File: config.mk
export PLATFORM = sky130hd
export DESIGN_NAME = modulation_player
export DESIGN_NICKNAME = d
export VERILOG_FILES = /design/src/logic/payload_pkg.sv /design/src/logic/modulation_player.sv
export SDC_FILE = /design/constraint.sdc
export NUM_CORES = 1
export LEC_CHECK = 0
export BUFFER_PORTS_ARGS = -buffer_cell sky130_fd_sc_hd__buf_2
export CELL_PAD_IN_SITES_DETAIL_PLACEMENT = 1
export CELL_PAD_IN_SITES_GLOBAL_PLACEMENT = 2
export CORE_MARGIN = 1.5
export CORE_UTILIZATION = 25
export CTS_BUF_LIST = sky130_fd_sc_hd__clkbuf_4
export DETAILED_ROUTE_END_ITERATION = 7
export PLACE_DENSITY_LB_ADDON = 0.3
export SLEW_MARGIN = 20
export SYNTH_ARGS = -nofsm -noshare
export SYNTH_HDL_FRONTEND = slang
export SYNTH_SLANG_ARGS = --single-unit
File: constraint.sdc
create_clock -name bus_clk -period 3.45 [get_ports bus_clk]
set_input_delay 0.5175 -clock bus_clk [delete_from_list [all_inputs] [get_ports bus_clk]]
set_output_delay 0.5175 -clock bus_clk [all_outputs]
set_load 0.02 [all_outputs]
File: src/logic/payload_pkg.sv
`default_nettype none

package payload_pkg;

  // Word carried on the host bus and stored in the controller RAM
  typedef logic [15:0] host_word_t;

  // Modulation entry
  typedef logic [7:0] mod_value_t;

  // Pulse width produced by the lookup table
  typedef logic [7:0] pwe_value_t;

  // One STM point with intensity in the upper byte
  typedef struct packed {
    logic [7:0] intensity;
    logic [7:0] phase;
  } stm_point_t;

endpackage

`default_nettype wire

File: src/logic/modulation_player.sv
`timescale 1ns/1ns
`default_nettype none

module modulation_player
  import payload_pkg::*;
#(
  parameter int num_segment = 2,
  parameter int mod_addr_width = 10,
  localparam int seg_width = (num_segment > 1) ? $clog2(num_segment) : 1
) (
  input wire logic bus_clk,
  input wire logic rst,

  input wire logic run,
  input wire logic [seg_width-1:0] mod_segment_sel,
  // One bit wider than the index so a full-depth loop fits
  input wire logic [mod_addr_width:0] mod_cycle,

  output logic [mod_addr_width-1:0] mod_idx,
  output logic [seg_width-1:0] mod_segment,
  input wire mod_value_t mod_value,

  output logic [7:0] pwe_idx,
  input wire pwe_value_t pwe_value,

  output pwe_value_t pulse_width,
  output logic pulse_valid
);

  logic [mod_addr_width:0] last_idx;
  logic idx_wrap;
  logic mod_valid;

  assign last_idx = mod_cycle - 1'b1;
  assign idx_wrap = ({1'b0, mod_idx} == last_idx);

  // Index is issued in every cycle that run is high
  always_ff @(posedge bus_clk) begin
    if (rst) begin
      mod_idx <= '0;
      mod_segment <= '0;
    end else begin
      mod_segment <= mod_segment_sel;
      if (!run || idx_wrap) begin
        mod_idx <= '0;
      end else begin
        mod_idx <= mod_idx + 1'b1;
      end
    end
  end

  // Valid follows the two memory reads
  always_ff @(posedge bus_clk) begin
    if (rst) begin
      mod_valid <= 1'b0;
      pulse_valid <= 1'b0;
    end else begin
      mod_valid <= run;
      pulse_valid <= mod_valid;
    end
  end

  // Modulation byte indexes the pulse-width table directly
  assign pwe_idx = mod_value;
  assign pulse_width = pwe_value;

endmodule

`default_nettype wire

==> results.json, run 1 <==
{
  "status": "complete, no violations",
  "period_share_pct": 71.6,
  "maxSlewHeadroom_pct": 61.3,
  "core_um2": 3770,
  "rsz0062_at_grt": "false",
  "synth_nets": 153,
  "p_leak_uw": 0.000469,
  "synth_warnings": 0,
  "yosysSeqAreaShare_pct": 25.7,
  "grt_util_all_layers_pct": 12.6,
  "syn_inst": 120,
  "syn_area_per_cell_um2": 8.44,
  "tightest_slew_ns": 0.579,
  "cp.arrival_ns": 2.63,
  "grt_max_degree": 12,
  "path_class": "input pin to flip-flop",
  "crit_family": "compound AO/OA/AOI/OAI gates",
  "synth_area_leaders": "dfxtp_1 26%, buf_4 12%, xor2_1 9.5%",
  "grt_pass1_vias": 912,
  "holdBufCountCts": 0,
  "p_int_uw": 229,
  "p_clk_share_pct": 32.9,
  "fp-row-count": 22,
  "gp_congestion": 0.742,
  "multi_input_area_um2": 594,
  "cp-end-kind": "flip-flop",
  "p_switching_uw": 85.5,
  "r2r-start": "mod_idx[9]",
  "netlist_area_um2": 1010,
  "cp_cell_sequence": "buf_2, inv_1, ha_1, nor3b_1, o211ai_1, a221o_1, a2111oi_2, a41o_1, nor2_1",
  "grt_pass1_wl_um": 4310,
  "n_fill_cell": 463,
  "reg2reg_to": "mod_idx[7]",
  "cts_num_sinks": 13,
  "maxSlewViolCount": 0,
  "max-vdd-ir-drop_v": 0.000138,
  "nNetsFinal": 166,
  "max_stage_delay_ns": 0.42,
  "yosys.cell_types.count": 38,
  "timing.fmax_mhz": 405,
  "cp-start-kind": "input pin",
  "dp_hpwl_um": 2050,
  "routedWlPerCell_um": 14.4,
  "antenna_cells": 0,
  "skew_ns": 0.00276,
  "pwr-share-seq_pct": 49.2,
  "critPathSlowestCell": "a41o_1",
  "port_buffers": 26,
  "die_w_um": 66.6,
  "switching_share_pct": 27.2,
  "antenna_left": 0,
  "syn_to_final_growth_pct": 8.41,
  "synth_edf_count": 0,
  "rr_worst_depth": 6,
  "crit_required_ns": 3.61,
  "drt_iter0_drc": 21,
  "ys_top_cells_by_count": "16 x buf_4, 13 x dfxtp_1, 13 x nor2_1",
  "layout_min_cycle_time_ns": 2.47,
  "synthFlopType": "dfxtp_1",
  "crit_fanout": 11,
  "die_area_um2": 4440,
  "hold_viol_final": 0,
  "drc": 0,
  "htree_num_levels": 1,
  "worstHoldStart": "rst",
  "maxCapViolations": 0,
  "ctsResizeCount": 0,
  "placed_area_um2": 1070,
  "vias": 881,
  "synthArstFlopShare_pct": 0,
  "finalSetupViolCount": 0,
  "first_pass_iters": 4,
  "combPwrFrac_pct": 17.9,
  "yosys.area.top_type": "dfxtp_1",
  "stdcell_area_um2": 1100,
  "grt.overflow.total": 0,
  "die_h_um": 66.6,
  "ios": 59,
  "post-synth-top-count-cell": "buf_4",
  "worst_skew_pair.late_latency_ns": 0.28,
  "cts.path.max_buffers": 2,
  "hold_path_depth": 2,
  "min_path_type": "input pin to flip-flop",
  "cts_setup_buffers": 0,
  "cts-root-buf": "clkbuf_4",
  "numCtsBuffers": 3,
  "antenna_found_initial": 0,
  "setup_tns_ns": 0,
  "cts_tree": "built",
  "wirelength_um": 2600,
  "start_util_pct": 26.8,
  "hold_end": "mod_segment",
  "yosys.area.top_type_share_pct": 25.7,
  "drive_gt1_share_pct": 29.5,
  "ys_ff_latch": 13,
  "reg2reg_setup_slack_ns": 1.47,
  "seqCellArea_um2": 260,
  "powerDensity_nw_per_um2": 287,
  "avgViaCountPerCell": 4.89,
  "utilization_pct": 29.1,
  "path_buf_inv": 2,
  "clk_pin_slew_ns": 0.08
}
[cells by family (layout without fill, tap and decap cells)]
| family | count (synthesis) | in the layout | synth area share [%] |
|---|---|---|---|
| compound gates | 18 | 18 | 14.3 |
| fa+ha+maj | 2 | 2 | 2.47 |
| mux | 1 | 1 | 0.989 |
| xor+xnor | 19 | 19 | 16.4 |
| flops | 13 | 13 | 25.7 |
| buf+inv | 24 | 36 | 15.6 |
| simple gates | 43 | 43 | 24.5 |
[registers in the layout, summed over array words and instances, names as in the netlist]
register and flops:
pulse_valid 1, mod_valid 1, mod_idx 10, mod_segment 1
[how the worst max path moves through the flow]
stage	slack (ns)	depth (start not counted)	startpoint	end
global placement	0.71	9	mod_cycle[0]	mod_idx[6]
floorplan	1.30	9	mod_cycle[0]	mod_idx[0]
global route	0.81	9	mod_cycle[0]	mod_idx[9]
detailed placement	0.66	9	mod_cycle[0]	mod_idx[7]
CTS	0.96	9	mod_cycle[0]	mod_idx[4]
finish	0.98	9	mod_cycle[0]	mod_idx[7]
[power groups by stage]
stage | logic (uW) | clock network [uW] | registers [uW]
after floorplan | 57.6 | 0 | 161
after global placement | 55.3 | 0 | 158
after detailed placement | 56.7 | 0 | 158
after CTS | 57.0 | 107 | 155
after global routing | 63.0 | 114 | 155
final | 56.4 | 103 | 155
[cell type report]
| type | count | share of cell area [%] |
|---|---|---|
| timing repair buffer | 26 | 11.9 |
| clock buffer | 4 | 2.74 |
| sequential | 13 | 23.7 |
| inverter | 6 | 2.05 |
| tap | 48 | 5.47 |
| multi-input combinational | 83 | 54.2 |
[per-stage QoR]
| step | total power (uW) | instances | hold WS (ns) | setup WS [ns] |
|---|---|---|---|---|
| after floorplan | 218 | 120 | 0.414 | 1.30 |
| after global placement | 214 | 176 | 0.421 | 0.711 |
| after CTS | 319 | 180 | 0.408 | 0.960 |
| final | 314 | 180 | 0.415 | 0.980 |
| after detailed placement | 215 | 176 | 0.450 | 0.657 |
| after global routing | 333 | 180 | 0.423 | 0.811 |
[metal layers]
| layer | global-route usage [%] | routed length (um) | vias to the layer above | share of wire [%] |
|---|---|---|---|---|
| met5 | 0 | 0 | - | 0 |
| met4 | 5.36 | 30 | 0 | 1.2 |
| met3 | 2.03 | 139 | 6 | 5.4 |
| met2 | 21.1 | 1220 | 24 | 47 |
| met1 | 15.9 | 1210 | 425 | 46 |
| li1 | - | - | 426 | - |
[cells in the final DEF, fill, tap and decap left out, types with 2 or more instances in the layout]
cell type  count
buf_2         26
nor2_1        13
dfxtp_1       13
xor2_1        11
nand3_1        9
xnor2_1        8
inv_1          6
nor2b_1        4
clkbuf_4       4
and3_1         3
a31oi_1        3
nor3_1         2
nand3b_1       2
nand2_1        2
o211ai_1       2
nor3b_1        2
ha_1           2
Note: power is estimated with default switching activity, not from simulation.
==> run 2: changes to the inputs <==
--- a/config.mk
+++ b/config.mk
@@ -9,7 +9,7 @@
 export CELL_PAD_IN_SITES_DETAIL_PLACEMENT = 1
 export CELL_PAD_IN_SITES_GLOBAL_PLACEMENT = 2
 export CORE_MARGIN = 1.5
-export CORE_UTILIZATION = 25
+export CORE_UTILIZATION = 24
 export CTS_BUF_LIST = sky130_fd_sc_hd__clkbuf_4
 export DETAILED_ROUTE_END_ITERATION = 7
 export PLACE_DENSITY_LB_ADDON = 0.3
==> constraint.sdc (replaced) <==
create_clock -name bus_clk -period 2.4 [get_ports bus_clk]
set_input_delay 0.36 -clock bus_clk [delete_from_list [all_inputs] [get_ports bus_clk]]
set_output_delay 0.36 -clock bus_clk [all_outputs]
set_load 0.02 [all_outputs]
==> run 2 against run 1 <==
Worst setup slack worse by 0.67 ns; clock power up 37%; critical endpoint is now mod_idx[4]; global-route usage increased by 0.29 points; final cell count rose by 2.2%; combinational power up 47%; clock skew up 0.00075 ns; largest cell class unchanged; sequential power up 43%; cell area rose by 1.6%; sequential share of layout area decreased by 0.37 points; flip-flop and latch count is the same; count of clock-buffer cells in the layout unchanged.
==> results.json, run 2 (same netlist as run 1, synthesis figures left out) <==
{
  "status": "complete, no violations",
  "maxCapViolations": 0,
  "p_clk_share_pct": 31.5,
  "cts_tree": "built",
  "cts_setup_buffers": 0,
  "min_path_type": "input pin to flip-flop",
  "max_stage_delay_ns": 0.44,
  "holdBufCountCts": 0,
  "grt_util_all_layers_pct": 12.9,
  "n_fill_cell": 519,
  "cts_num_sinks": 13,
  "setup_tns_ns": 0,
  "cts.path.max_buffers": 2,
  "grt.overflow.total": 0,
  "cp_cell_sequence": "buf_2, inv_1, ha_1, xor2_1, o211ai_1, a221o_1, a2111oi_2, a41o_1, nor2_1",
  "layout_min_cycle_time_ns": 2.09,
  "wirelength_um": 2730,
  "tightest_slew_ns": 0.505,
  "core_um2": 4030,
  "timing.fmax_mhz": 479,
  "pwr-share-seq_pct": 49.9,
  "max-vdd-ir-drop_v": 0.000173,
  "path_class": "input pin to flip-flop",
  "ctsResizeCount": 0,
  "ios": 59,
  "top_register": "mod_idx",
  "r2r-start": "mod_idx[4]",
  "gp_congestion": 0.734,
  "cts-root-buf": "clkbuf_4",
  "startpoint": "mod_cycle[0]",
  "cp-end-kind": "flip-flop",
  "first_pass_iters": 4,
  "post-place-ws_ns": -0.00464,
  "hold_viol_final": 0,
  "drive_gt1_share_pct": 30.6,
  "dp_hpwl_um": 2210,
  "skew_ns": 0.00351,
  "p_switching_uw": 116,
  "crit_fanout": 10,
  "die_w_um": 67.9,
  "setup_ws_ns": 0.312,
  "utilization_pct": 27.7,
  "start_util_pct": 25.1,
  "combPwrFrac_pct": 18.6,
  "grt_max_degree": 11,
  "rsz0062_at_grt": "false",
  "crit_required_ns": 2.55,
  "stdcell_count": 184,
  "clk_pin_slew_ns": 0.08,
  "port_buffers": 26,
  "htree_num_levels": 1,
  "worstHoldStart": "rst",
  "finalSetupViolCount": 0,
  "numCtsBuffers": 3,
  "final_common_cell": "buf_2",
  "die_area_um2": 4620,
  "grt_pass1_wl_um": 4570,
  "maxSlewHeadroom_pct": 66.2,
  "period_share_pct": 87.0,
  "cp-start-kind": "input pin",
  "maxSlewViolCount": 0,
  "p_leak_uw": 0.000479,
  "powerDensity_nw_per_um2": 400,
  "nNetsFinal": 168,
  "finalPower_uw": 446,
  "p_int_uw": 330,
  "drt_iter0_drc": 24,
  "antenna_found_initial": 0,
  "fp-row-count": 23,
  "cp.arrival_ns": 2.24,
  "grt_pass1_vias": 1002,
  "die_h_um": 67.9,
  "antenna_cells": 0,
  "syn_to_final_growth_pct": 10.1,
  "routedWlPerCell_um": 14.9,
  "worst_skew_pair.late_latency_ns": 0.27,
  "place_inst": 180,
  "drc": 0,
  "switching_share_pct": 25.9,
  "avgViaCountPerCell": 4.82,
  "mostFrequentLayoutCells": "26 x buf_2, 13 x nor2_1, 13 x dfxtp_1",
  "antenna_left": 0,
  "vias": 887,
  "largest_reg_flops": 10,
  "critPathSlowestCell": "a41o_1"
}
==> run 2: cell types whose count changed in the layout (fill, tap and decap cells not counted), sizes merged <==
cell,change
buf,+2
==> run 2: power by group through the flow <==
stage,sequential (uW),combinational [uW],clock [uW]
3_3_place_gp,228,80.3,0
5_1_grt,223,93.4,153
4_1_cts,223,84.0,147
2_1_floorplan,231,82.8,0
3_5_place_dp,228,83.5,0
6_report,222,82.7,141
==> run 2: stage by stage <==
step                instance area, um2  hold slack, ns
floorplan                         1010           0.414
global placement                  1080           0.425
detailed placement                1080           0.448
CTS                               1110           0.264
global route                      1110           0.278
finish                            1110           0.270
==> run 2: path summary, 6_finish.rpt <==
| path | cells after the start | slack (ns) | to |
|---|---|---|---|
| setup / recovery | 9 | 0.31 | mod_idx[4] |
| hold reg to reg | 1 | 0.46 | pulse_valid |
| hold / removal | 2 | 0.27 | pulse_valid |
| setup reg to reg | 6 | 0.39 | mod_idx[4] |
==> run 2: cell type report <==
class | instances | area (um2) | share of cell area [%]
multi-input combinational | 83 | 594 | 53.3
sequential | 13 | 260 | 23.3
timing repair buffer | 28 | 145 | 13.0
tap | 50 | 62.6 | 5.61
clock buffer | 4 | 30.0 | 2.69
inverter | 6 | 22.5 | 2.02
==> run 2: metal layers <==
layer / up-vias / global-route usage, % / share of wire, %
li1: 430 / - / -
met1: 436 / 14.6 / 44
met2: 19 / 23.9 / 51
met3: 2 / 1.64 / 4.8
met4: 0 / 5.75 / 0.91
met5: - / 0 / 0
==> run 2: critical path, delay by kind of cell <==
family | cells | cell delay, ns
buffers and inverters | 2 | 0.17
adders and majority gates | 1 | 0.29
AOI/OAI and AO/OA | 4 | 1.15
and+or+nand+nor | 1 | 0.10
xor gates and xnor gates | 1 | 0.16
==> run 3: changes to the inputs <==
--- a/config.mk
+++ b/config.mk
@@ -5,11 +5,12 @@
 export SDC_FILE = /design/constraint.sdc
 export NUM_CORES = 1
 export LEC_CHECK = 0
+export ABC_AREA = 1
 export BUFFER_PORTS_ARGS = -buffer_cell sky130_fd_sc_hd__buf_2
 export CELL_PAD_IN_SITES_DETAIL_PLACEMENT = 1
 export CELL_PAD_IN_SITES_GLOBAL_PLACEMENT = 2
 export CORE_MARGIN = 1.5
-export CORE_UTILIZATION = 24
+export CORE_UTILIZATION = 22
 export CTS_BUF_LIST = sky130_fd_sc_hd__clkbuf_4
 export DETAILED_ROUTE_END_ITERATION = 7
 export PLACE_DENSITY_LB_ADDON = 0.3
==> run 3 against run 2 <==
Global-route usage shrank 2.5 points; sequential power about the same; flip-flop and latch count unchanged; wire length fell by 6.4%; fmax up 33%; highest routed layer is now met3.
==> results.json, run 3 <==
{
  "die_w_um": 72.2,
  "port_buffers": 26,
  "min_path_type": "input pin to flip-flop",
  "die_h_um": 72.2,
  "cp_cell_sequence": "buf_2, inv_1, ha_1, inv_1, nand2_1, nand2_1, nor2_1, nand2_1, nor2_1, nand3_1, nor2_2, nand3_2, nand2_4, nor2_1",
  "yosys.area.top_type_share_pct": 24.7,
  "largest_reg_flops": 10,
  "seqCellArea_um2": 260,
  "powerDensity_nw_per_um2": 382,
  "period_share_pct": 65.4,
  "maxSlewHeadroom_pct": 80.3,
  "start_util_pct": 22.6,
  "rsz0062_at_grt": "false",
  "antenna_found_initial": 0,
  "dp_hpwl_um": 2320,
  "netlist_area_um2": 1050,
  "cp-start-kind": "input pin",
  "syn_to_final_growth_pct": 10.2,
  "status": "complete, no violations",
  "fin_hold_ws_ns": 0.276,
  "gp_congestion": 0.729,
  "syn_area_per_cell_um2": 6.47,
  "post-synth-top-count-cell": "nand2_1",
  "cts-root-buf": "clkbuf_4",
  "antenna_left": 0,
  "yosys.area.top_type": "dfxtp_1",
  "crit_fanout": 10,
  "drive_gt1_share_pct": 24.3,
  "cp-end-kind": "flip-flop",
  "cts_tree": "built",
  "grt_pass1_vias": 990,
  "synth_nets": 196,
  "finalSetupViolCount": 0,
  "path_class": "input pin to flip-flop",
  "cts_setup_buffers": 0,
  "cp.arrival_ns": 1.73,
  "stdcell_count": 231,
  "antenna_cells": 0,
  "cts_num_sinks": 13,
  "die_area_um2": 5220,
  "yosys.cell_types.count": 20,
  "routedWlPerCell_um": 11.1,
  "mostFrequentLayoutCells": "45 x nand2_1, 28 x nor2_1, 26 x buf_2",
  "cts.path.max_buffers": 2,
  "maxCapViolations": 0,
  "layout_min_cycle_time_ns": 1.57,
  "crit_required_ns": 2.56,
  "max-vdd-ir-drop_v": 0.000264,
  "fp-row-count": 25,
  "place_inst": 227,
  "top_register": "mod_idx",
  "ys_top_cells_by_count": "45 x nand2_1, 28 x nor2_1, 22 x inv_1",
  "nNetsFinal": 211,
  "n_fill_cell": 609,
  "synthArstFlopShare_pct": 0,
  "multi_input_area_um2": 588,
  "worst_skew_pair.late_latency_ns": 0.26,
  "vias": 963,
  "synthFlopType": "dfxtp_1",
  "core_um2": 4660,
  "max_stage_delay_ns": 0.31,
  "drt_iter0_drc": 18,
  "synth_edf_count": 0,
  "clk_pin_slew_ns": 0.08,
  "ys_ff_latch": 13,
  "holdBufCountCts": 0,
  "hold_viol_final": 0,
  "ios": 59,
  "critPathSlowestCell": "ha_1",
  "grt.overflow.total": 0,
  "yosysSeqAreaShare_pct": 24.7,
  "drc": 0,
  "synth_area_leaders": "dfxtp_1 25%, nand2_1 16%, buf_4 11%",
  "numCtsBuffers": 3,
  "crit_family": "simple AND/OR/NAND/NOR gates",
  "timing.fmax_mhz": 637,
  "grt_max_degree": 11,
  "tightest_slew_ns": 0.296,
  "syn_inst": 163,
  "grt_pass1_wl_um": 4330,
  "htree_num_levels": 1,
  "skew_ns": 0.00172,
  "synth_warnings": 0,
  "path_buf_inv": 3,
  "ctsResizeCount": 0,
  "first_pass_iters": 3,
  "wirelength_um": 2560,
  "avgViaCountPerCell": 4.17,
  "p_leak_uw": 0.000584,
  "setup_tns_ns": 0,
  "final_common_cell": "nand2_1",
  "grt_util_all_layers_pct": 10.4,
  "maxSlewViolCount": 0
}
==> run 3: cell types whose count changed after synthesis, moves of 4 or more <==
| cell | previous run | this run |
|---|---|---|
| nand2_1 | 2 | 45 |
| inv_1 | 6 | 22 |
| nor2_1 | 13 | 28 |
| xnor2_1 | 8 | 3 |
| nand3_2 | 0 | 4 |
| nor2_2 | 0 | 4 |
| nor2b_1 | 4 | 0 |
==> run 3: path summary, 6_finish.rpt <==
check	start	endpoint	slack, ns	cells past startpoint
worst min-delay path	rst	pulse_valid	0.28	2
worst min register to register	mod_valid	pulse_valid	0.42	2
worst max-delay path	mod_cycle[0]	mod_idx[2]	0.83	14
worst max register to register	mod_idx[0]	mod_idx[8]	0.88	6
==> run 3: logic make-up (layout without fill, tap and decap cells) <==
logic type      Yosys count  after routing  synth area share (%)
compound gates            2              2                 0.948
xor+xnor                 11             11                  9.13
fa+ha+maj                 2              2                  2.37
buf+inv                  39             53                  19.6
flops                    13             13                  24.7
simple gates             96             96                  43.3
==> run 3: worst register-to-register path: stages (launching register included) <==
cell and delay [ns]:
dfxtp_1 0.45, ha_1 0.25, nand2_1 0.08, nor3_1 0.28
nand3_1 0.14, xor2_1 0.18, nor2_2 0.05
==> run 3: metrics by stage <==
stage | area, um2 | total power, uW | utilization (%) | setup WS [ns]
floorplan | 1050 | 316 | - | 0.846
global placement | 1130 | 310 | 24.3 | 0.562
detailed placement | 1130 | 312 | 24.3 | 0.499
CTS | 1160 | 456 | 24.9 | 0.788
global route | 1160 | 479 | 24.9 | 0.610
finish | 1160 | 444 | 24.9 | 0.830
==> run 3: cell type report <==
cell class              count  area share, %
flip-flops and latches     13           22.4
repair buffers             26           11.2
multi-input cells         111           50.6
inverters                  23           7.43
clock buffers               4           2.58
well taps                  54           5.81
==> run 3: power by group <==
group / internal [uW] / switching [uW] / total (uW) / leakage [uW]
sequential: 220 / 3.40 / 223 / 0.000106
clock: 75.5 / 64.5 / 140 / 0.0000184
combinational: 30.3 / 50.6 / 80.9 / 0.000460
==> run 3: metal layers <==
layer  track usage (%)  routed length (um)
met1              12.2                1090
met2              19.2                1350
met3              2.36                 115
met4              2.52                   0
met5                 0                   0
